[src/ll_pkg.sv]
/*
  Logic link shared definitions
  Datapath and register widths, receive FIFO sizing, the register map,
  status field positions and the register-block FSM encodings
*/
`default_nettype none

package ll_pkg;

  ////////////////////////////////////////////////////////////
  // Datapath sizing
  ////////////////////////////////////////////////////////////

  // User and link word width
  localparam int DATA_WIDTH = 32;
  // Receive FIFO entries, must be a power of two
  localparam int FIFO_DEPTH = 16;
  // The fill count needs one extra bit so it can reach FIFO_DEPTH
  localparam int FIFO_COUNT_MSB = $clog2(FIFO_DEPTH);
  localparam int CREDIT_WIDTH = 6;
  // One credit per receive FIFO entry
  localparam logic [CREDIT_WIDTH-1:0] RESET_CREDIT = CREDIT_WIDTH'(FIFO_DEPTH);

  ////////////////////////////////////////////////////////////
  // Register map
  ////////////////////////////////////////////////////////////

  localparam int ADDR_WIDTH = 2;
  localparam int REG_WIDTH = 32;
  localparam logic [ADDR_WIDTH-1:0] REG_CTRL = 2'd0;
  localparam logic [ADDR_WIDTH-1:0] REG_CREDIT = 2'd1;
  // Read only, a write clears the sticky overflow flag
  localparam logic [ADDR_WIDTH-1:0] REG_STATUS = 2'd2;

  // Status word layout
  localparam int STAT_CREDIT_LSB = 0;
  localparam int STAT_FILL_LSB = 8;
  localparam int STAT_OVF_BIT = 16;

  // Register block handshake states
  localparam int CFG_ST_WIDTH = 2;
  localparam logic [CFG_ST_WIDTH-1:0] CFG_ST_IDLE = 2'd0;
  localparam logic [CFG_ST_WIDTH-1:0] CFG_ST_CAPT = 2'd1;
  localparam logic [CFG_ST_WIDTH-1:0] CFG_ST_ACK = 2'd2;

endpackage

`default_nettype wire

[src/ll_tx_ctrl.sv]
/*
  Logic link transmit controller
  Gates the upstream ready with a credit count, registers each accepted
  word onto the link and tracks credits returned by the receiver
*/
`default_nettype none

module ll_tx_ctrl (
  input  logic                            clk_wr,
  input  logic                            rst_wr_n,
  // Upstream user
  input  logic                            user_o_valid,
  input  logic [ll_pkg::DATA_WIDTH-1:0]   user_o_data,
  output logic                            user_o_ready,
  // Configuration block
  input  logic                            link_en,
  input  logic [ll_pkg::CREDIT_WIDTH-1:0] credit_init,
  output logic [ll_pkg::CREDIT_WIDTH-1:0] credit_count,
  // Credit return from the receive side
  input  logic                            tx_credit,
  // Link towards the receive FIFO
  output logic                            link_push,
  output logic [ll_pkg::DATA_WIDTH-1:0]   link_data
);

  logic accept;

  // Words may only be taken while the link is up and the far side has room
  assign user_o_ready = link_en & (credit_count != '0);
  assign accept = user_o_valid & user_o_ready;

  ////////////////////////////////////////////////////////////
  // Credit counter
  ////////////////////////////////////////////////////////////

  // While the link is down the counter follows the programmed value,
  // so enabling the link starts from a fresh credit pool
  always_ff @(posedge clk_wr or negedge rst_wr_n) begin
    if (!rst_wr_n) begin
      credit_count <= ll_pkg::RESET_CREDIT;
    end else if (!link_en) begin
      credit_count <= credit_init;
    end else if (accept && !tx_credit) begin
      credit_count <= credit_count - 1'b1;
    end else if (tx_credit && !accept) begin
      credit_count <= credit_count + 1'b1;
    end
    // An accept and a returned credit in the same cycle cancel out
  end

  ////////////////////////////////////////////////////////////
  // Link output register
  ////////////////////////////////////////////////////////////

  // The push strobe follows each accept by one cycle
  always_ff @(posedge clk_wr or negedge rst_wr_n) begin
    if (!rst_wr_n) begin
      link_push <= 1'b0;
    end else begin
      link_push <= accept;
    end
  end

  // Link data changes only on an accept and is qualified by link_push
  always_ff @(posedge clk_wr) begin
    if (accept) begin
      link_data <= user_o_data;
    end
  end

  // More returns than pushes would wrap a full pool back to zero
  a_credit_no_overflow : assert property (
    @(posedge clk_wr) disable iff (!rst_wr_n)
    (link_en && credit_count == '1) |=> (!link_en || credit_count != '0)
  ) else $error("credit counter wrapped past its maximum");

endmodule

`default_nettype wire

[src/ll_rx_fifo.sv]
/*
  Logic link receive FIFO
  Circular buffer in a RAM with a registered read port, a fill count
  for status and corner-case detection, and a one-cycle overflow pulse
*/
`default_nettype none

module ll_rx_fifo #(
  parameter int FIFO_COUNT_MSB = ll_pkg::FIFO_COUNT_MSB
) (
  input  logic                          clk_wr,
  input  logic                          rst_wr_n,
  input  logic                          push,
  input  logic [ll_pkg::DATA_WIDTH-1:0] wdata,
  input  logic                          pop,
  output logic [ll_pkg::DATA_WIDTH-1:0] rdata,
  output logic                          empty,
  output logic [FIFO_COUNT_MSB:0]       numfilled,
  output logic                          overflow
);

  // Depth follows from the count width so pointers wrap on their own
  localparam int DEPTH = 1 << FIFO_COUNT_MSB;
  localparam logic [FIFO_COUNT_MSB:0] FULL_COUNT = (FIFO_COUNT_MSB + 1)'(DEPTH);

  logic [ll_pkg::DATA_WIDTH-1:0] mem [DEPTH];
  logic [FIFO_COUNT_MSB-1:0]     wr_ptr;
  logic [FIFO_COUNT_MSB-1:0]     rd_ptr;
  logic [FIFO_COUNT_MSB-1:0]     rd_ptr_next;
  logic                          full;
  logic                          wr_en;
  logic                          rd_en;

  assign empty = (numfilled == '0);
  assign full = (numfilled == FULL_COUNT);

  // A push into a full FIFO is lost, the overflow pulse reports it
  assign wr_en = push & ~full;
  assign rd_en = pop & ~empty;

  // Head address for the coming cycle, used to prefetch the RAM
  always_comb begin
    rd_ptr_next = rd_ptr;
    if (rd_en) begin
      rd_ptr_next = rd_ptr + 1'b1;
    end
  end

  ////////////////////////////////////////////////////////////
  // Pointers and fill count
  ////////////////////////////////////////////////////////////

  always_ff @(posedge clk_wr or negedge rst_wr_n) begin
    if (!rst_wr_n) begin
      wr_ptr    <= '0;
      rd_ptr    <= '0;
      numfilled <= '0;
      overflow  <= 1'b0;
    end else begin
      rd_ptr   <= rd_ptr_next;
      overflow <= push & full;
      if (wr_en) begin
        wr_ptr <= wr_ptr + 1'b1;
      end
      if (wr_en && !rd_en) begin
        numfilled <= numfilled + 1'b1;
      end else if (rd_en && !wr_en) begin
        numfilled <= numfilled - 1'b1;
      end
    end
  end

  ////////////////////////////////////////////////////////////
  // Storage
  ////////////////////////////////////////////////////////////

  // The read has no write-through. When the head is written in the
  // same cycle it is read, rdata holds old content for one cycle and
  // the receive controller masks that cycle
  always_ff @(posedge clk_wr) begin
    if (wr_en) begin
      mem[wr_ptr] <= wdata;
    end
    rdata <= mem[rd_ptr_next];
  end

  // The receive controller must never pop an empty FIFO
  a_no_pop_when_empty : assert property (
    @(posedge clk_wr) disable iff (!rst_wr_n)
    !(pop && empty)
  ) else $error("pop while receive FIFO empty");

endmodule

`default_nettype wire

[src/ll_rx_ctrl.sv]
/*
  Logic link receive controller
  Derives a safe downstream valid from the FIFO empty flag, pops
  on each downstream handshake and returns one credit per pop
*/
`default_nettype none

module ll_rx_ctrl #(
  parameter int FIFO_COUNT_MSB = ll_pkg::FIFO_COUNT_MSB
) (
  input  logic                    clk_wr,
  input  logic                    rst_wr_n,
  // Downstream user
  output logic                    user_i_valid,
  input  logic                    user_i_ready,
  // Receive FIFO
  output logic                    rxfifo_i_pop,
  input  logic                    rxfifo_i_empty,
  input  logic [FIFO_COUNT_MSB:0] dbg_rxfifo_i_numfilled,
  input  logic                    rxfifo_i_push,
  // Credit return towards the transmitter
  output logic                    tx_i_credit
);

  localparam logic [FIFO_COUNT_MSB:0] ONE_ENTRY = {{FIFO_COUNT_MSB{1'b0}}, 1'b1};

  logic rxfifo_corner_case;
  logic rxfifo_i_empty_dly;

  // The RAM read is registered. With a single entry, a push and a pop
  // in one cycle make the next head the address being written, and
  // its read data is not there until one cycle later
  always_ff @(posedge clk_wr or negedge rst_wr_n) begin
    if (!rst_wr_n) begin
      rxfifo_corner_case <= 1'b0;
    end else begin
      rxfifo_corner_case <= rxfifo_i_push & rxfifo_i_pop &
                            (dbg_rxfifo_i_numfilled == ONE_ENTRY);
    end
  end

  // The first word into an empty FIFO also needs one extra cycle
  // before the registered read shows it
  always_ff @(posedge clk_wr or negedge rst_wr_n) begin
    if (!rst_wr_n) begin
      rxfifo_i_empty_dly <= 1'b1;
    end else begin
      rxfifo_i_empty_dly <= rxfifo_i_empty;
    end
  end

  assign user_i_valid = ~rxfifo_i_empty & ~rxfifo_i_empty_dly & ~rxfifo_corner_case;

  // Each word handed downstream frees one FIFO entry on the far side
  assign rxfifo_i_pop = user_i_valid & user_i_ready;
  assign tx_i_credit = rxfifo_i_pop;

endmodule

`default_nettype wire

[src/ll_cfg_regs.sv]
/*
  Logic link configuration registers
  Four-phase req/ack register port holding the link enable and the
  initial credit count, and reporting credits, fill level and overflow
*/
`default_nettype none

module ll_cfg_regs (
  input  logic                              clk_wr,
  input  logic                              rst_wr_n,
  // Register host
  input  logic                              cfg_req,
  input  logic                              cfg_wr,
  input  logic [ll_pkg::ADDR_WIDTH-1:0]     cfg_addr,
  input  logic [ll_pkg::REG_WIDTH-1:0]      cfg_wdata,
  output logic                              cfg_ack,
  output logic [ll_pkg::REG_WIDTH-1:0]      cfg_rdata,
  // Status sources
  input  logic [ll_pkg::CREDIT_WIDTH-1:0]   credit_count,
  input  logic [ll_pkg::FIFO_COUNT_MSB:0]   rxfifo_numfilled,
  input  logic                              rxfifo_overflow,
  // Control towards the transmit controller
  output logic                              link_en,
  output logic [ll_pkg::CREDIT_WIDTH-1:0]   credit_init
);

  logic [ll_pkg::CFG_ST_WIDTH-1:0] state;
  logic                            cap_wr;
  logic [ll_pkg::ADDR_WIDTH-1:0]   cap_addr;
  logic [ll_pkg::REG_WIDTH-1:0]    cap_wdata;
  logic [ll_pkg::REG_WIDTH-1:0]    rd_word;
  logic                            ovf_sticky;
  logic                            do_access;

  assign cfg_ack = (state == ll_pkg::CFG_ST_ACK);
  // The access itself happens on the edge that raises ack
  assign do_access = (state == ll_pkg::CFG_ST_CAPT);

  // Read mux on the captured address
  always_comb begin
    rd_word = '0;
    case (cap_addr)
      ll_pkg::REG_CTRL: rd_word[0] = link_en;
      ll_pkg::REG_CREDIT: rd_word[ll_pkg::CREDIT_WIDTH-1:0] = credit_init;
      ll_pkg::REG_STATUS: begin
        rd_word[ll_pkg::STAT_CREDIT_LSB +: ll_pkg::CREDIT_WIDTH] = credit_count;
        rd_word[ll_pkg::STAT_FILL_LSB +: ll_pkg::FIFO_COUNT_MSB + 1] = rxfifo_numfilled;
        rd_word[ll_pkg::STAT_OVF_BIT] = ovf_sticky;
      end
      default: rd_word = '0;
    endcase
  end

  ////////////////////////////////////////////////////////////
  // Handshake FSM and registers
  ////////////////////////////////////////////////////////////

  // Idle sees req and captures, capture does the access and raises
  // ack, and ack holds until the host drops req
  always_ff @(posedge clk_wr or negedge rst_wr_n) begin
    if (!rst_wr_n) begin
      state       <= ll_pkg::CFG_ST_IDLE;
      link_en     <= 1'b0;
      credit_init <= ll_pkg::RESET_CREDIT;
      ovf_sticky  <= 1'b0;
    end else begin
      case (state)
        ll_pkg::CFG_ST_IDLE: if (cfg_req) state <= ll_pkg::CFG_ST_CAPT;
        ll_pkg::CFG_ST_CAPT: state <= ll_pkg::CFG_ST_ACK;
        ll_pkg::CFG_ST_ACK: if (!cfg_req) state <= ll_pkg::CFG_ST_IDLE;
        default: state <= ll_pkg::CFG_ST_IDLE;
      endcase
      if (do_access && cap_wr) begin
        case (cap_addr)
          ll_pkg::REG_CTRL: link_en <= cap_wdata[0];
          ll_pkg::REG_CREDIT: credit_init <= cap_wdata[ll_pkg::CREDIT_WIDTH-1:0];
          ll_pkg::REG_STATUS: ovf_sticky <= 1'b0;
          default: ;
        endcase
      end
      // A new overflow wins over a clear in the same cycle
      if (rxfifo_overflow) begin
        ovf_sticky <= 1'b1;
      end
    end
  end

  // Host fields and read data are plain payload
  always_ff @(posedge clk_wr) begin
    if (state == ll_pkg::CFG_ST_IDLE && cfg_req) begin
      cap_wr    <= cfg_wr;
      cap_addr  <= cfg_addr;
      cap_wdata <= cfg_wdata;
    end
    if (do_access) begin
      cfg_rdata <= rd_word;
    end
  end

  // The host may only withdraw a request once it has been acknowledged
  a_req_held_until_ack : assert property (
    @(posedge clk_wr) disable iff (!rst_wr_n)
    $fell(cfg_req) |-> $past(cfg_ack)
  ) else $error("cfg_req dropped before cfg_ack");

endmodule

`default_nettype wire

[src/ll_link_top.sv]
/*
  Logic link top level
  Loops the transmit controller into the receive FIFO and controller
  on one clock, with the configuration block beside the transmitter
*/
`default_nettype none

module ll_link_top (
  input  logic                            clk_wr,
  input  logic                            rst_wr_n,
  // Upstream user
  input  logic                            user_o_valid,
  input  logic [ll_pkg::DATA_WIDTH-1:0]   user_o_data,
  output logic                            user_o_ready,
  // Downstream user
  output logic                            user_i_valid,
  output logic [ll_pkg::DATA_WIDTH-1:0]   user_i_data,
  input  logic                            user_i_ready,
  // Register host
  input  logic                            cfg_req,
  input  logic                            cfg_wr,
  input  logic [ll_pkg::ADDR_WIDTH-1:0]   cfg_addr,
  input  logic [ll_pkg::REG_WIDTH-1:0]    cfg_wdata,
  output logic                            cfg_ack,
  output logic [ll_pkg::REG_WIDTH-1:0]    cfg_rdata
);

  // Link between transmitter and receive FIFO
  logic                            link_push;
  logic [ll_pkg::DATA_WIDTH-1:0]   link_data;
  // Receive side
  logic                            rxfifo_empty;
  logic                            rxfifo_pop;
  logic                            rxfifo_overflow;
  logic [ll_pkg::FIFO_COUNT_MSB:0] rxfifo_numfilled;
  logic                            tx_credit;
  // Configuration
  logic                            link_en;
  logic [ll_pkg::CREDIT_WIDTH-1:0] credit_init;
  logic [ll_pkg::CREDIT_WIDTH-1:0] credit_count;

  ll_tx_ctrl i_tx_ctrl (
    .clk_wr       (clk_wr),
    .rst_wr_n     (rst_wr_n),
    .user_o_valid (user_o_valid),
    .user_o_data  (user_o_data),
    .user_o_ready (user_o_ready),
    .link_en      (link_en),
    .credit_init  (credit_init),
    .credit_count (credit_count),
    .tx_credit    (tx_credit),
    .link_push    (link_push),
    .link_data    (link_data)
  );

  ll_rx_fifo #(.FIFO_COUNT_MSB(ll_pkg::FIFO_COUNT_MSB)) i_rx_fifo (
    .clk_wr    (clk_wr),
    .rst_wr_n  (rst_wr_n),
    .push      (link_push),
    .wdata     (link_data),
    .pop       (rxfifo_pop),
    .rdata     (user_i_data),
    .empty     (rxfifo_empty),
    .numfilled (rxfifo_numfilled),
    .overflow  (rxfifo_overflow)
  );

  ll_rx_ctrl #(.FIFO_COUNT_MSB(ll_pkg::FIFO_COUNT_MSB)) i_rx_ctrl (
    .clk_wr                 (clk_wr),
    .rst_wr_n               (rst_wr_n),
    .user_i_valid           (user_i_valid),
    .user_i_ready           (user_i_ready),
    .rxfifo_i_pop           (rxfifo_pop),
    .rxfifo_i_empty         (rxfifo_empty),
    .dbg_rxfifo_i_numfilled (rxfifo_numfilled),
    .rxfifo_i_push          (link_push),
    .tx_i_credit            (tx_credit)
  );

  ll_cfg_regs i_cfg_regs (
    .clk_wr           (clk_wr),
    .rst_wr_n         (rst_wr_n),
    .cfg_req          (cfg_req),
    .cfg_wr           (cfg_wr),
    .cfg_addr         (cfg_addr),
    .cfg_wdata        (cfg_wdata),
    .cfg_ack          (cfg_ack),
    .cfg_rdata        (cfg_rdata),
    .credit_count     (credit_count),
    .rxfifo_numfilled (rxfifo_numfilled),
    .rxfifo_overflow  (rxfifo_overflow),
    .link_en          (link_en),
    .credit_init      (credit_init)
  );

endmodule

`default_nettype wire

[config.mk]
export PLATFORM = sky130hd
export DESIGN_NAME = ll_link_top
export DESIGN_NICKNAME = d
export VERILOG_FILES = /design/src/ll_pkg.sv /design/src/ll_tx_ctrl.sv /design/src/ll_rx_fifo.sv /design/src/ll_rx_ctrl.sv /design/src/ll_cfg_regs.sv /design/src/ll_link_top.sv
export SDC_FILE = /design/constraint.sdc
export NUM_CORES = 1
export LEC_CHECK = 0
export BUFFER_PORTS_ARGS = -buffer_cell sky130_fd_sc_hd__buf_2
export CORE_UTILIZATION = 56
export DETAILED_ROUTE_END_ITERATION = 8
export PLACE_DENSITY = 0.79
export SLEW_MARGIN = 30
export SYNTH_ARGS = -nofsm -noshare
export SYNTH_HDL_FRONTEND = slang
export SYNTH_SLANG_ARGS = --single-unit
[constraint.sdc]
create_clock -name clk_wr -period 4.1 [get_ports clk_wr]
set_clock_uncertainty 0.2 [all_clocks]
set_input_delay 1.025 -clock clk_wr [delete_from_list [all_inputs] [get_ports clk_wr]]
set_output_delay 1.025 -clock clk_wr [all_outputs]
set_load 0.005 [all_outputs]
# After elaboration in Yosys (flattened, before gate mapping)

Memory sizes are Yosys's and may differ from the RTL's. A register that Yosys moved wholly into a read port is not among the register bits.
Cells that the tools add are included.

$add $sub $neg: 6
$mul: 0
Div/mod/pow operators: 0
$lt $le $gt $ge: 0
Equal/unequal tests: 9
Shifts and indexed selects: 0
Multiplexer cells: 16
Bitwise operators: 14
Reductions and logical operators: 21

Operators with widths:

| cell                                                 | count |
|---|---|
| two-way mux 6 bit                                    | 3 |
| bitwise AND 1 bit                                    | 10 |
| two-way mux 5 bit                                    | 2 |
| case mux 5 bit (2 select lines)                      | 1 |
| adder 4 x 1 -> 4 bit (second input constant)         | 2 |
| AND reduction 2 bit                                  | 4 |
| adder 6 x 1 -> 6 bit (second input constant)         | 1 |
| logical AND 1 bit                                    | 6 |
| case mux 2 bit (3 select lines)                      | 1 |
| nonzero test 2 bit                                   | 3 |
| nonzero test 6 bit                                   | 1 |
| subtractor 6 x 1 -> 6 bit (second input constant)    | 1 |
| adder 5 x 1 -> 5 bit (second input constant)         | 1 |
| equality test 5 x 1 -> 1 bit (second input constant) | 1 |
| equality test 5 bit (second input constant)          | 1 |
| logical NOT 5 bit                                    | 1 |
| two-way mux 1 bit                                    | 5 |
| subtractor 5 x 1 -> 5 bit (second input constant)    | 1 |
| equality test 2 x 1 -> 1 bit (second input constant) | 2 |
| equality test 2 bit (second input constant)          | 2 |
| logical NOT 1 bit                                    | 4 |
| logical NOT 2 bit                                    | 2 |
| two-way mux 2 bit                                    | 2 |
| two-way mux 4 bit                                    | 1 |
| other kinds (4)                                      | 8 |

Bits in registers: 86
Bits in latches: 0
Memory bits (writable): 512
Memory bits (read-only): 0
Output and inout bits: 67
Word-level logic and storage cells: 85
Memories: 1

Memories:

| memory        | depth | bits a word | rd ports | clocked after memory_dff | write ports | line             | RTL |
|---|---|---|---|---|---|---|---|
| i_rx_fifo.mem | 16    | 32          | 1        | 1                        | 1           | ll_rx_fifo.sv:26 | `logic [ll_pkg::DATA_WIDTH-1:0] mem [DEPTH];` |

# Longest topological paths before layout

Gate-level depths: netlist (run 1).

Depth in word-level cells: 9
Mapped depth: 15
Gate-level depth less buffers: 12

# By module

From an unflattened synthesis (run 1), not the netlist that was laid out.

Cell total of the unflattened synthesis: 1620
Area, all modules: 27789.2 um2

Modules (own cells, without submodules):

| module      | times used | cells each | area each (um2) | sequential area each (um2) |
|---|---|---|---|---|
| ll_rx_fifo  | 1          | 1420       | 24697.4         | 16365.7 |
| ll_tx_ctrl  | 1          | 98         | 1592.8          | 1137.3 |
| ll_cfg_regs | 1          | 94         | 1395.1          | 882.1 |
| ll_rx_ctrl  | 1          | 8          | 103.8           | 51.3 |

# Worst setup path after synthesis (run 1)

OpenSTA, ideal clock, no wires.

Path type: register to register
Start point: register i_rx_fifo.numfilled[0]
End point: memory i_rx_fifo.mem[4][0] in the netlist's numbering (enable)
Library setup time: 0.461 ns
Data arrival time: 3.637 ns
Path slack: -0.198 ns
Stages on the path, launching flop included: 6
Path through: dfrtp_1 -> inv_1 -> ha_1 -> a31oi_1 -> nand2_1 -> nor3_1

Word-level cells in the longest chain between the ends: 5

RTL lines:

| item                                    | line             | RTL |
|---|---|---|
| from (decl)                             | ll_rx_fifo.sv:18 | `output logic [FIFO_COUNT_MSB:0] numfilled,` |
| from (signal assigned)                  | ll_rx_fifo.sv:66 | `numfilled <= numfilled + 1'b1;` |
| from (signal assigned)                  | ll_rx_fifo.sv:68 | `numfilled <= numfilled - 1'b1;` |
| equality test 5 bit                     | ll_rx_fifo.sv:35 | `assign full = (numfilled == FULL_COUNT);` |
| inverter 1 bit                          | ll_rx_fifo.sv:38 | `assign wr_en = push & ~full;` |
| bitwise AND 1 bit                       | ll_rx_fifo.sv:38 |  |
| net i_rx_fifo.wr_en                     | ll_rx_fifo.sv:31 | `logic wr_en;` |
| two-way mux 1 bit                       | ll_rx_fifo.sv:81 | `if (wr_en) begin` |
| two-way mux 1 bit (implied by the code) | ll_rx_fifo.sv:82 | `mem[wr_ptr] <= wdata;` |
| to (decl)                               | ll_rx_fifo.sv:26 |  |

The timed path passes the listed nets, and every way through them passes these cells.

# Final worst setup path (run 1)

Start point: register i_rx_fifo.numfilled[0]
End point: register i_tx_ctrl.credit_count[4] in the netlist's numbering

Word-level cells in the longest chain between the ends: 9
Elaborated cells on any way between the ends: 11
Those cells by class: 1 x eq/ne; 2 x mux; 4 x bitwise; 4 x reduce/logical

RTL lines:

| item                               | line             | RTL |
|---|---|---|
| logical NOT 5 bit (*)              | ll_rx_fifo.sv:34 | `assign empty = (numfilled == '0);` |
| inverter 1 bit (*)                 | ll_rx_ctrl.sv:52 | `assign user_i_valid = ~rxfifo_i_empty & ~rxfifo_i_empty_dly & ~rxfifo_corner_case;` |
| bitwise AND 1 bit (*) (2 in a row) | ll_rx_ctrl.sv:52 |  |
| bitwise AND 1 bit (*)              | ll_rx_ctrl.sv:55 | `assign rxfifo_i_pop = user_i_valid & user_i_ready;` |
| logical NOT 1 bit                  | ll_tx_ctrl.sv:43 | `end else if (accept && !tx_credit) begin` |
| logical AND 1 bit                  | ll_tx_ctrl.sv:43 |  |
| two-way mux 6 bit                  | ll_tx_ctrl.sv:43 |  |
| two-way mux 6 bit                  | ll_tx_ctrl.sv:41 | `end else if (!link_en) begin` |
| to (signal assigned)               | ll_tx_ctrl.sv:40 | `credit_count <= ll_pkg::RESET_CREDIT;` |
| to (signal assigned)               | ll_tx_ctrl.sv:42 | `credit_count <= credit_init;` |
| to (signal assigned)               | ll_tx_ctrl.sv:44 | `credit_count <= credit_count - 1'b1;` |
| to (decl)                          | ll_tx_ctrl.sv:18 | `output logic [ll_pkg::CREDIT_WIDTH-1:0] credit_count,` |

Mark *: on every way between the ends. The rest lies on a longest branch, timed or not.
A chain may end at the register's enable or synchronous reset.

==> out/results.ini, run 1 <==
[sta]
tightest_slew_ns=0.9408
post-route-min-period_ns=3.636
rsz0062_at_grt=no
max_freq_mhz=275.1
slew-limit-headroom_pct=37.28
finalHoldViolCount=0
setup_viol=0
finalCritPeriodShare_pct=88.67
maxSlewViolCount=0

[cells_and_area]
finalNetCount=1613
drive_gt1_share_pct=42.85
final_core_util_pct=63.65
final_area_um2=32000
fillers=3350
diodes=0
finalNonFillerCells=2245
syn_to_final_growth_pct=12.06

[setup_path]
cp_data_required_time_ns=4.43
r2r_slack_ns=0.46
worstPathArrival_ns=3.96
cp-end-kind=flip-flop
cp-startpoint=i_rx_fifo.numfilled[0]
r2r-start=i_rx_fifo.numfilled[0]
start_kind=flip-flop
path_class=flip-flop to flip-flop
crit_fanout=9

[grt]
grt_max_degree=134
grt_pass1_vias=15462
track_usage_pct=23.62
antenna_found_initial=0
grt_pass1_wl_mm=91.52
globalRoute.totalOverflow=0

[outcome]
status=finished, final reports clean

[yosys]
syn_avg_cell_area_um2=20.28
synth_xor_area_share_pct=0.4907
synthCells=1408
synthAdderAreaFrac_pct=0.9026
synth_seq_cells=630
synth_mux_area_share_pct=25.81
synthArstFlopShare_pct=5.238
synthFlopType=edfxtp_1
synth_simple_gate_area_share_pct=2.217
syn_area_um2=28560
ys_seq_area_share_pct=64.56
synth_compound_area_share_pct=3.115
yosysWarnings=0
synth_top_family_by_area=multiplexers
synth_cell_types=58
synth_edf_count=565

[drt]
routed_wl_mm=59.87
viasPerCell=6.439
ant_nets=0
vias=14455
firstDrtPassIters=6
drtIter0Drc=1398
drc=0
wire_per_inst_um=26.67

[cts]
post_cts_buffers=0
cts_htree_levels=3
path_clk_slew_ns=0.06
postCtsHoldBufs=0
cts_buffer_depth=3
cts_resized=0
ctsRootBufferMaster=clkbuf_16
clk-insertion-delay-late_ns=0.59
cts-buffers-inserted=67
cts.sinks=630
cts_tree=yes

[floorplanning]
die_h_um=227.8
start_util_pct=56.80
num_io_pins=139
rows=82
die_area_um2=51900
fp.dieW_um=227.8
design.core.area_um2=50270

[placement]
io_buffers=92
dp.cells=2124
dp_hpwl_mm=33.03
place.gp.congestion=0.7626
placed_area_um2=29770

[power]
peakVddDrop_v=0.0008779
powerDensity_nw_per_um2=733.7
p_leak_nw=10.61

[worst_hold_path]
hold_path.class=flip-flop to flip-flop
min-delay-start=i_rx_fifo.overflow

[run]
drv_cap=0

-- worst paths after layout --
path                                             endpoint  cells past startpoint
worst max-delay path            i_tx_ctrl.credit_count[4]                     12
worst min register to register      i_cfg_regs.ovf_sticky                      1
worst min-delay path                i_cfg_regs.ovf_sticky                      1
max in group asynchronous             i_rx_fifo.rd_ptr[0]                      1
min in group asynchronous              i_cfg_regs.link_en                      1
worst max register to register  i_tx_ctrl.credit_count[4]                     12
-- final cells by class --
cell class              instances  area [um2]  area share (%)
clock buffers                  94        1943           6.072
repair buffers                136       965.9           3.018
flip-flops and latches        630       18440           57.64
inverters                      18       80.08          0.2502
well taps                     672       840.8           2.627
clock inverters                27       287.8          0.8993
multi-input cells             668        9439           29.50
-- layout by cell type (no fill, tap or decap), types with 5 or more instances in the layout --
| cell type | instances |
|---|---|
| nor2_1 | 10 |
| nand3_1 | 5 |
| buf_12 | 14 |
| clkbuf_8 | 8 |
| clkinv_2 | 10 |
| xnor2_1 | 12 |
| inv_1 | 17 |
| mux2i_1 | 8 |
| edfxtp_1 | 565 |
| nand2_1 | 41 |
| buf_2 | 92 |
| ha_1 | 18 |
| clkinv_1 | 7 |
| nor2b_1 | 9 |
| mux4_2 | 252 |
| and2_2 | 10 |
| dfrtp_1 | 28 |
| dfxtp_1 | 32 |
| a21oi_1 | 9 |
| clkbuf_16 | 71 |
| clkbuf_1 | 15 |
| and2_1 | 7 |
| a22oi_1 | 50 |
| conb_1 | 20 |
| bufinv_16 | 6 |
| mux2_2 | 134 |
| buf_4 | 30 |
| a22oi_2 | 17 |
-- Yosys cell counts, types with 3 or more instances --
cell type    n  share of area [%]
a21o_1       3              0.079
a21oi_1      9               0.16
a22oi_1     50                1.3
a22oi_2     17               0.74
a31oi_1      3              0.066
and2_1      16               0.35
buf_1        8               0.11
buf_2       35               0.61
buf_4       26               0.68
buf_6       15               0.59
clkbuf_1    20               0.26
clkbuf_8     3               0.14
dfrtp_1     30                2.6
dfstp_2      3               0.28
dfxtp_1     32                2.2
edfxtp_1   565                 59
ha_1        19               0.83
inv_1       17               0.22
mux2_2     134                5.3
mux2i_1      8               0.28
mux4_1       4               0.37
mux4_2     252                 20
nand2_1     41               0.54
nand3_1      5              0.088
nand3b_1     3              0.079
nand4_1      4              0.088
nor2_1      14               0.18
nor2b_1      9               0.20
nor3_1       8               0.14
nor3b_1      4               0.11
o21a_1       3              0.079
o32ai_4      4               0.39
xnor2_1     12               0.37
xor2_1       4               0.12
-- metrics by stage --
step / hold WS, ns / TNS, ns / power [mW] / worst slack, ns
2_1_floorplan: 0.2044 / -25.37 / 15.53 / -0.1983
3_3_place_gp: 0.2241 / 0 / 17.31 / 0.3564
3_5_place_dp: 0.2432 / 0 / 17.56 / 0.3303
4_1_cts: 0.2611 / 0 / 23.70 / 0.4568
5_1_grt: 0.2676 / 0 / 24.59 / 0.2517
6_report: 0.2551 / 0 / 23.48 / 0.4645
-- critical path: stages (launching register included) --
cell and delay, ns:
dfrtp_1 0.45, inv_1 0.12, ha_1 0.19, or4b_1 0.70
nand2_8 0.15, ha_1 0.33, inv_1 0.09, fa_1 0.40
nor2b_1 0.19, o21a_1 0.16, nor3_1 0.05, o311ai_0 0.36
o21a_1 0.17
-- power breakdown --
group          leakage (nW)  total (mW)  switching [mW]  internal (mW)
clock                  1.09        6.06            2.38           3.68
combinational          3.75        8.95            4.31           4.64
sequential             5.77        8.47           0.589           7.88
total                  10.6        23.5            7.27           16.2
-- cells by family after synthesis --
family          after synthesis
compound gates               99
buf+inv                     129
xor+xnor                     16
simple gates                115
other cells                   1
mux                         398
flops                       630
fa+ha+maj                    20
-- state kept, by name (all words and copies together), names as in the netlist, 4 cells and up --
register                cells
i_rx_fifo.mem             512
i_rx_fifo.rdata            32
i_tx_ctrl.link_data        32
i_cfg_regs.cfg_rdata       12
i_cfg_regs.cap_wdata        6
i_cfg_regs.credit_init      6
i_tx_ctrl.credit_count      6
i_rx_fifo.numfilled         5
i_rx_fifo.rd_ptr            4
i_rx_fifo.wr_ptr            4
-- metal layers --
layer | track usage, % | up-vias | wire [um]
met4 | 8.594 | 0 | 1661
met2 | 39.76 | 530 | 30660
li1 | - | 6124 | -
met3 | 3.925 | 113 | 3973
met1 | 31.28 | 7688 | 23570
met5 | 0 | - | 0
No activity file was read; power rests on OpenSTA's default activity.
==> run 2: changes to the inputs <==
- CORE_UTILIZATION: 56 -> 65
- PLACE_DENSITY: 0.79 -> 0.86
- RECOVER_POWER: default -> 100
- clock period: 4.1 -> 4.5 ns (I/O delays scaled with it)
==> out/results.ini, run 2 (synthesis gave the netlist of run 1 again) <==
[outcome]
status=finished with violations  ; was finished, final reports clean
violations=max-capacitance violations, max-slew violations

[floorplanning]
start_util_pct=66.15  ; was 56.80%
num_io_pins=139  ; unchanged
design.core.area_um2=43170  ; was 50270 um2
fp.dieW_um=211.6  ; was 227.8 um
rows=76  ; was 82
die_area_um2=44770  ; was 51900 um2
die_h_um=211.6  ; was 227.8 um

[worst_hold_path]
hold_path.class=flip-flop to flip-flop  ; unchanged
min-delay-start=i_rx_fifo.overflow  ; unchanged

[drt]
firstDrtPassIters=6  ; unchanged
routed_wl_mm=61.29  ; was 59.87 mm
vias=14830  ; was 14455
drc=0  ; unchanged
drtIter0Drc=1547  ; was 1398
viasPerCell=6.888  ; was 6.439
ant_nets=0  ; unchanged
wire_per_inst_um=28.47  ; was 26.67 um

[setup_path]
r2r-start=i_rx_fifo.numfilled[0]  ; unchanged
cp-startpoint=i_rx_fifo.numfilled[0]  ; unchanged
crit_fanout=17  ; was 9
path_class=flip-flop to flip-flop  ; unchanged
cp_data_required_time_ns=4.57  ; was 4.43 ns
cp-end-kind=flip-flop  ; unchanged
worstPathArrival_ns=4.07  ; was 3.96 ns
start_kind=flip-flop  ; unchanged

[cts]
postCtsHoldBufs=0  ; unchanged
cts_resized=0  ; unchanged
clk-insertion-delay-late_ns=0.59  ; about the same
post_cts_buffers=0  ; unchanged
cts.sinks=630  ; unchanged
path_clk_slew_ns=0.06  ; about the same
cts_buffer_depth=3  ; unchanged
cts_htree_levels=3  ; unchanged
ctsRootBufferMaster=clkbuf_16  ; unchanged
cts_tree=yes  ; unchanged
cts-buffers-inserted=66  ; was 67

[placement]
io_buffers=92  ; unchanged
place.gp.congestion=0.7876  ; was 0.7626
dp_hpwl_mm=32.38  ; was 33.03 mm
dp.cells=2031  ; was 2124

[sta]
max_freq_mhz=250.2  ; was 275.1 MHz
finalHoldViolCount=0  ; unchanged
post-route-min-period_ns=3.996  ; was 3.636 ns
tightest_slew_ns=2.082  ; was 0.9408 ns
setup_viol=0  ; unchanged
fin_tns_setup_ns=0  ; unchanged
maxSlewViolCount=205  ; was 0
finalCritPeriodShare_pct=88.80  ; was 88.67%
slew-limit-headroom_pct=-38.79  ; was 37.28%
rsz0062_at_grt=no  ; unchanged

[cells_and_area]
largest_reg_flops=512  ; unchanged
layout_common_cells=565 x edfxtp_1, 252 x mux4_2, 133 x mux2_2  ; was 565 x edfxtp_1, 252 x mux4_2, 134 x mux2_2
diodes=0  ; unchanged
top_register=i_rx_fifo.mem  ; unchanged
finalNetCount=1607  ; was 1613
mostFrequentLayoutCell=edfxtp_1  ; unchanged
finalNonFillerCells=2153  ; was 2245
top_regs=i_rx_fifo.mem: 512 flops, i_rx_fifo.rdata: 32 flops, i_tx_ctrl.link_data: 32 flops  ; unchanged
drive_gt1_share_pct=37.95  ; was 42.85%
syn_to_final_growth_pct=10.55  ; was 12.06%

[grt]
track_usage_pct=28.45  ; was 23.62%
grt_pass1_vias=15686  ; was 15462
antenna_found_initial=0  ; unchanged
grt_pass1_wl_mm=92.49  ; was 91.52 mm
globalRoute.totalOverflow=0  ; unchanged
grt_max_degree=155  ; was 134

[power]
powerDensity_nw_per_um2=671.2  ; was 733.7 nW/um2
pwr-share-seq_pct=36.6  ; was 36.1%
combPwrFrac_pct=37.5  ; was 38.1%
p_leak_nw=10.38  ; was 10.61 nW
clkPwrFrac_pct=25.9  ; was 25.8%
swShare_pct=31.22  ; was 30.98%
p_int_mw=14.57  ; was 16.20 mW
peakVddDrop_v=0.0006482  ; was 0.0008779 V
switching_power_mw=6.615  ; was 7.274 mW
total_power_mw=21.19  ; was 23.48 mW

[run]
drv_cap=10  ; was 0

## run 2: through the flow
| step | cell area [um2] | utilization [%] | hold WS [ns] | setup slack (ns) |
|---|---|---|---|---|
| finish | 31570 | 73.12 | 0.2442 | 0.5039 |
| CTS | 31790 | 73.64 | 0.2498 | 0.7997 |
| global route | 31570 | 73.12 | 0.2775 | 0.3700 |
| floorplan | 28630 | - | 0.2044 | 0.2017 |
| detailed placement | 29580 | 68.52 | 0.2452 | 0.5831 |
| global placement | 29580 | 68.51 | 0.2200 | 0.6710 |
## run 2: worst max-delay path, stage by stage, from the launching register on
cell and delay (ns):
dfrtp_1 0.47, inv_1 0.10, ha_1 0.24, a31oi_1 0.17, clkbuf_1 0.41, and3b_1 0.28
and2_0 1.53, buf_12 0.30
## run 2: power by group through the flow
stage	registers (mW)	logic [mW]	clock network (mW)
2_1_floorplan	7.60	6.55	0
3_3_place_gp	7.79	7.86	0
3_5_place_dp	7.85	8.05	0
4_1_cts	7.74	8.19	5.56
5_1_grt	7.83	8.48	5.79
6_report	7.75	7.94	5.50
## run 2: final timing paths
check | to | slack, ns | depth (start not counted)
max | i_rx_fifo.mem[11][14] | 0.50 | 7
min | i_cfg_regs.ovf_sticky | 0.24 | 1
max reg2reg | i_rx_fifo.mem[11][14] | 0.50 | 7
min reg2reg | i_cfg_regs.ovf_sticky | 0.24 | 1
max in group asynchronous | i_rx_fifo.rd_ptr[1] | 1.67 | 1
min in group asynchronous | i_rx_fifo.wr_ptr[0] | 0.94 | 1
## run 2: per-layer routing
| layer | vias to the layer above | global-route usage (%) | part of all wire, % |
|---|---|---|---|
| li1 | 6105 | - | - |
| met1 | 7833 | 38.55 | 38 |
| met2 | 756 | 46.86 | 51 |
| met3 | 136 | 4.925 | 8.2 |
| met4 | 0 | 10.97 | 3.1 |
| met5 | - | 0 | 0 |
## run 2: layout make-up
cell class	count	area, um2
clock buffer	86	1883
clock inverter	35	327.8
fill	2474	11600
inverter	18	80.08
multi-input combinational	668	9320
sequential	630	18440
tap	585	732.0
timing repair buffer	131	782.0
==> run 3: changes to the inputs <==
- CORE_MARGIN: default -> 8
- CORE_UTILIZATION: 65 -> 62
- CTS_CLUSTER_SIZE: default -> 28
- PLACE_DENSITY: 0.86 -> 0.82
- clock period: 4.5 -> 4.41 ns (I/O delays scaled with it)
==> out/results.ini, run 3 (synthesis gave the netlist of run 1 again) <==
[cts]
post_cts_buffers=0  ; unchanged
cts_buffer_depth=3  ; unchanged
cts.sinks=630  ; unchanged
ctsRootBufferMaster=clkbuf_16  ; unchanged
cts_tree=yes  ; unchanged
clk-insertion-delay-late_ns=0.59  ; about the same
postCtsHoldBufs=0  ; unchanged
cts-buffers-inserted=66  ; unchanged
cts_htree_levels=3  ; unchanged
path_clk_slew_ns=0.06  ; about the same
cts_resized=0  ; unchanged

[sta]
maxSlewViolCount=69  ; was 205
slew-limit-headroom_pct=-20.50  ; was -38.79%
tightest_slew_ns=1.808  ; was 2.082 ns
finalHoldViolCount=0  ; unchanged
rsz0062_at_grt=no  ; unchanged
fin_tns_setup_ns=0  ; unchanged
finalCritPeriodShare_pct=88.78  ; was 88.80%
post-route-min-period_ns=3.915  ; was 3.996 ns
setup_viol=0  ; unchanged
max_freq_mhz=255.4  ; was 250.2 MHz

[drt]
viasPerCell=6.749  ; was 6.888
drtIter0Drc=1440  ; was 1547
wire_per_inst_um=27.71  ; was 28.47 um
routed_wl_mm=60.34  ; was 61.29 mm
ant_nets=0  ; unchanged
firstDrtPassIters=5  ; was 6
drc=0  ; unchanged
vias=14699  ; was 14830

[placement]
place.gp.congestion=0.7674  ; was 0.7876
io_buffers=92  ; unchanged
dp_hpwl_mm=34.59  ; was 32.38 mm

[power]
p_int_mw=14.82  ; was 14.57 mW
powerDensity_nw_per_um2=681.3  ; was 671.2 nW/um2
p_leak_nw=10.36  ; was 10.38 nW
swShare_pct=31.07  ; was 31.22%
total_power_mw=21.50  ; was 21.19 mW
clkPwrFrac_pct=25.1  ; was 25.9%
switching_power_mw=6.681  ; was 6.615 mW
combPwrFrac_pct=37.9  ; was 37.5%
pwr-share-seq_pct=37.0  ; was 36.6%
peakVddDrop_v=0.0005772  ; was 0.0006482 V

[outcome]
violations=max-capacitance violations, max-slew violations  ; unchanged
status=finished with violations  ; unchanged

[setup_path]
cp_data_required_time_ns=4.41  ; was 4.57 ns
path_class=flip-flop to flip-flop  ; unchanged
cp-end-kind=flip-flop  ; unchanged
crit_fanout=26  ; was 17
worstPathArrival_ns=3.91  ; was 4.07 ns
start_kind=flip-flop  ; unchanged

[grt]
track_usage_pct=22.83  ; was 28.45%
antenna_found_initial=1  ; was 0
globalRoute.totalOverflow=0  ; unchanged
grt_pass1_wl_mm=92.48  ; was 92.49 mm
grt_max_degree=149  ; was 155
grt_pass1_vias=15664  ; was 15686

[cells_and_area]
mostFrequentLayoutCell=edfxtp_1  ; unchanged
fillers=2758  ; was 2474
syn_to_final_growth_pct=10.51  ; was 10.55%
top_regs=i_rx_fifo.mem: 512 flops, i_rx_fifo.rdata: 32 flops, i_tx_ctrl.link_data: 32 flops  ; unchanged
drive_gt1_share_pct=37.39  ; was 37.95%
diodes=0  ; unchanged
largest_reg_flops=512  ; unchanged
top_register=i_rx_fifo.mem  ; unchanged
layout_common_cells=565 x edfxtp_1, 252 x mux4_2, 134 x mux2_2  ; was 565 x edfxtp_1, 252 x mux4_2, 133 x mux2_2
finalNetCount=1620  ; was 1607

[run]
drv_cap=3  ; was 10

[worst_hold_path]
hold_path.class=flip-flop to flip-flop  ; unchanged

[floorplanning]
rows=78  ; was 76
start_util_pct=62.93  ; was 66.15%
die_area_um2=53180  ; was 44770 um2
design.core.area_um2=45380  ; was 43170 um2
num_io_pins=139  ; unchanged
fp.dieW_um=230.6  ; was 211.6 um
die_h_um=230.6  ; was 211.6 um

[run 3: cell count changes in the layout (fill, tap and decap cells not counted), moves of 6 or more]
cell,delta
a22oi_1,-6
clkinv_2,-8
clkbuf_1,+16
buf_2,-10
clkbuf_2,+6
a22oi_2,+6
buf_4,+7
[run 3: area by class of cell]
type	instances	area, um2	share of cell area [%]
sequential	630	18440	58.45
multi-input combinational	668	9321	29.54
clock buffer	91	1808	5.729
timing repair buffer	144	874.6	2.772
tap	600	750.7	2.379
clock inverter	27	289.0	0.9159
inverter	18	68.82	0.2181
[run 3: power by group through the flow]
stage / clock network [mW] / registers, mW / logic (mW)
detailed placement: 0 / 8.06 / 8.37
global route: 5.70 / 8.03 / 8.75
CTS: 5.49 / 7.94 / 8.43
finish: 5.41 / 7.95 / 8.14
global placement: 0 / 8.01 / 8.12
floorplan: 0 / 7.76 / 6.68
[run 3: per-stage QoR]
step	area, um2	cells	hold WS [ns]	setup WS [ns]	utilization, %
global route	31560	2178	0.2573	0.3099	69.54
floorplan	28630	1427	0.2044	0.1117	-
detailed placement	29740	2059	0.2149	0.5426	65.54
finish	31560	2178	0.2298	0.4949	69.54
CTS	31840	2177	0.2343	0.7215	70.16
global placement	29720	2057	0.2194	0.6121	65.48
[run 3: worst paths after layout]
kind                                        start                        end  slack, ns  cells past startpoint
hold / removal                 i_rx_fifo.overflow      i_cfg_regs.ovf_sticky       0.23                      1
min in group asynchronous                rst_wr_n  i_cfg_regs.credit_init[1]       0.79                      1
hold reg to reg                i_rx_fifo.overflow      i_cfg_regs.ovf_sticky       0.23                      1
setup reg to reg           i_rx_fifo.numfilled[0]      i_rx_fifo.mem[12][21]       0.49                      7
max in group asynchronous                rst_wr_n        i_rx_fifo.rd_ptr[1]       1.91                      1
setup / recovery           i_rx_fifo.numfilled[0]      i_rx_fifo.mem[12][21]       0.49                      7
[run 3: metal layers]
| metal | vias to the layer above | GRT usage, % | part of all wire, % |
|---|---|---|---|
| met4 | 2 | 8.592 | 3.3 |
| met1 | 7812 | 30.12 | 39 |
| met2 | 630 | 37.69 | 50 |
| met5 | - | 0 | 0.013 |
| li1 | 6131 | - | - |
| met3 | 124 | 4.599 | 7.5 |
[run 3: worst max-delay path, stage by stage, from the launching register on]
cell,delay (ns)
dfrtp_1,0.47
inv_1,0.10
ha_1,0.23
a31oi_1,0.16
clkbuf_1,0.40
nand3_1,0.24
nor2_1,0.78
clkbuf_2,0.91
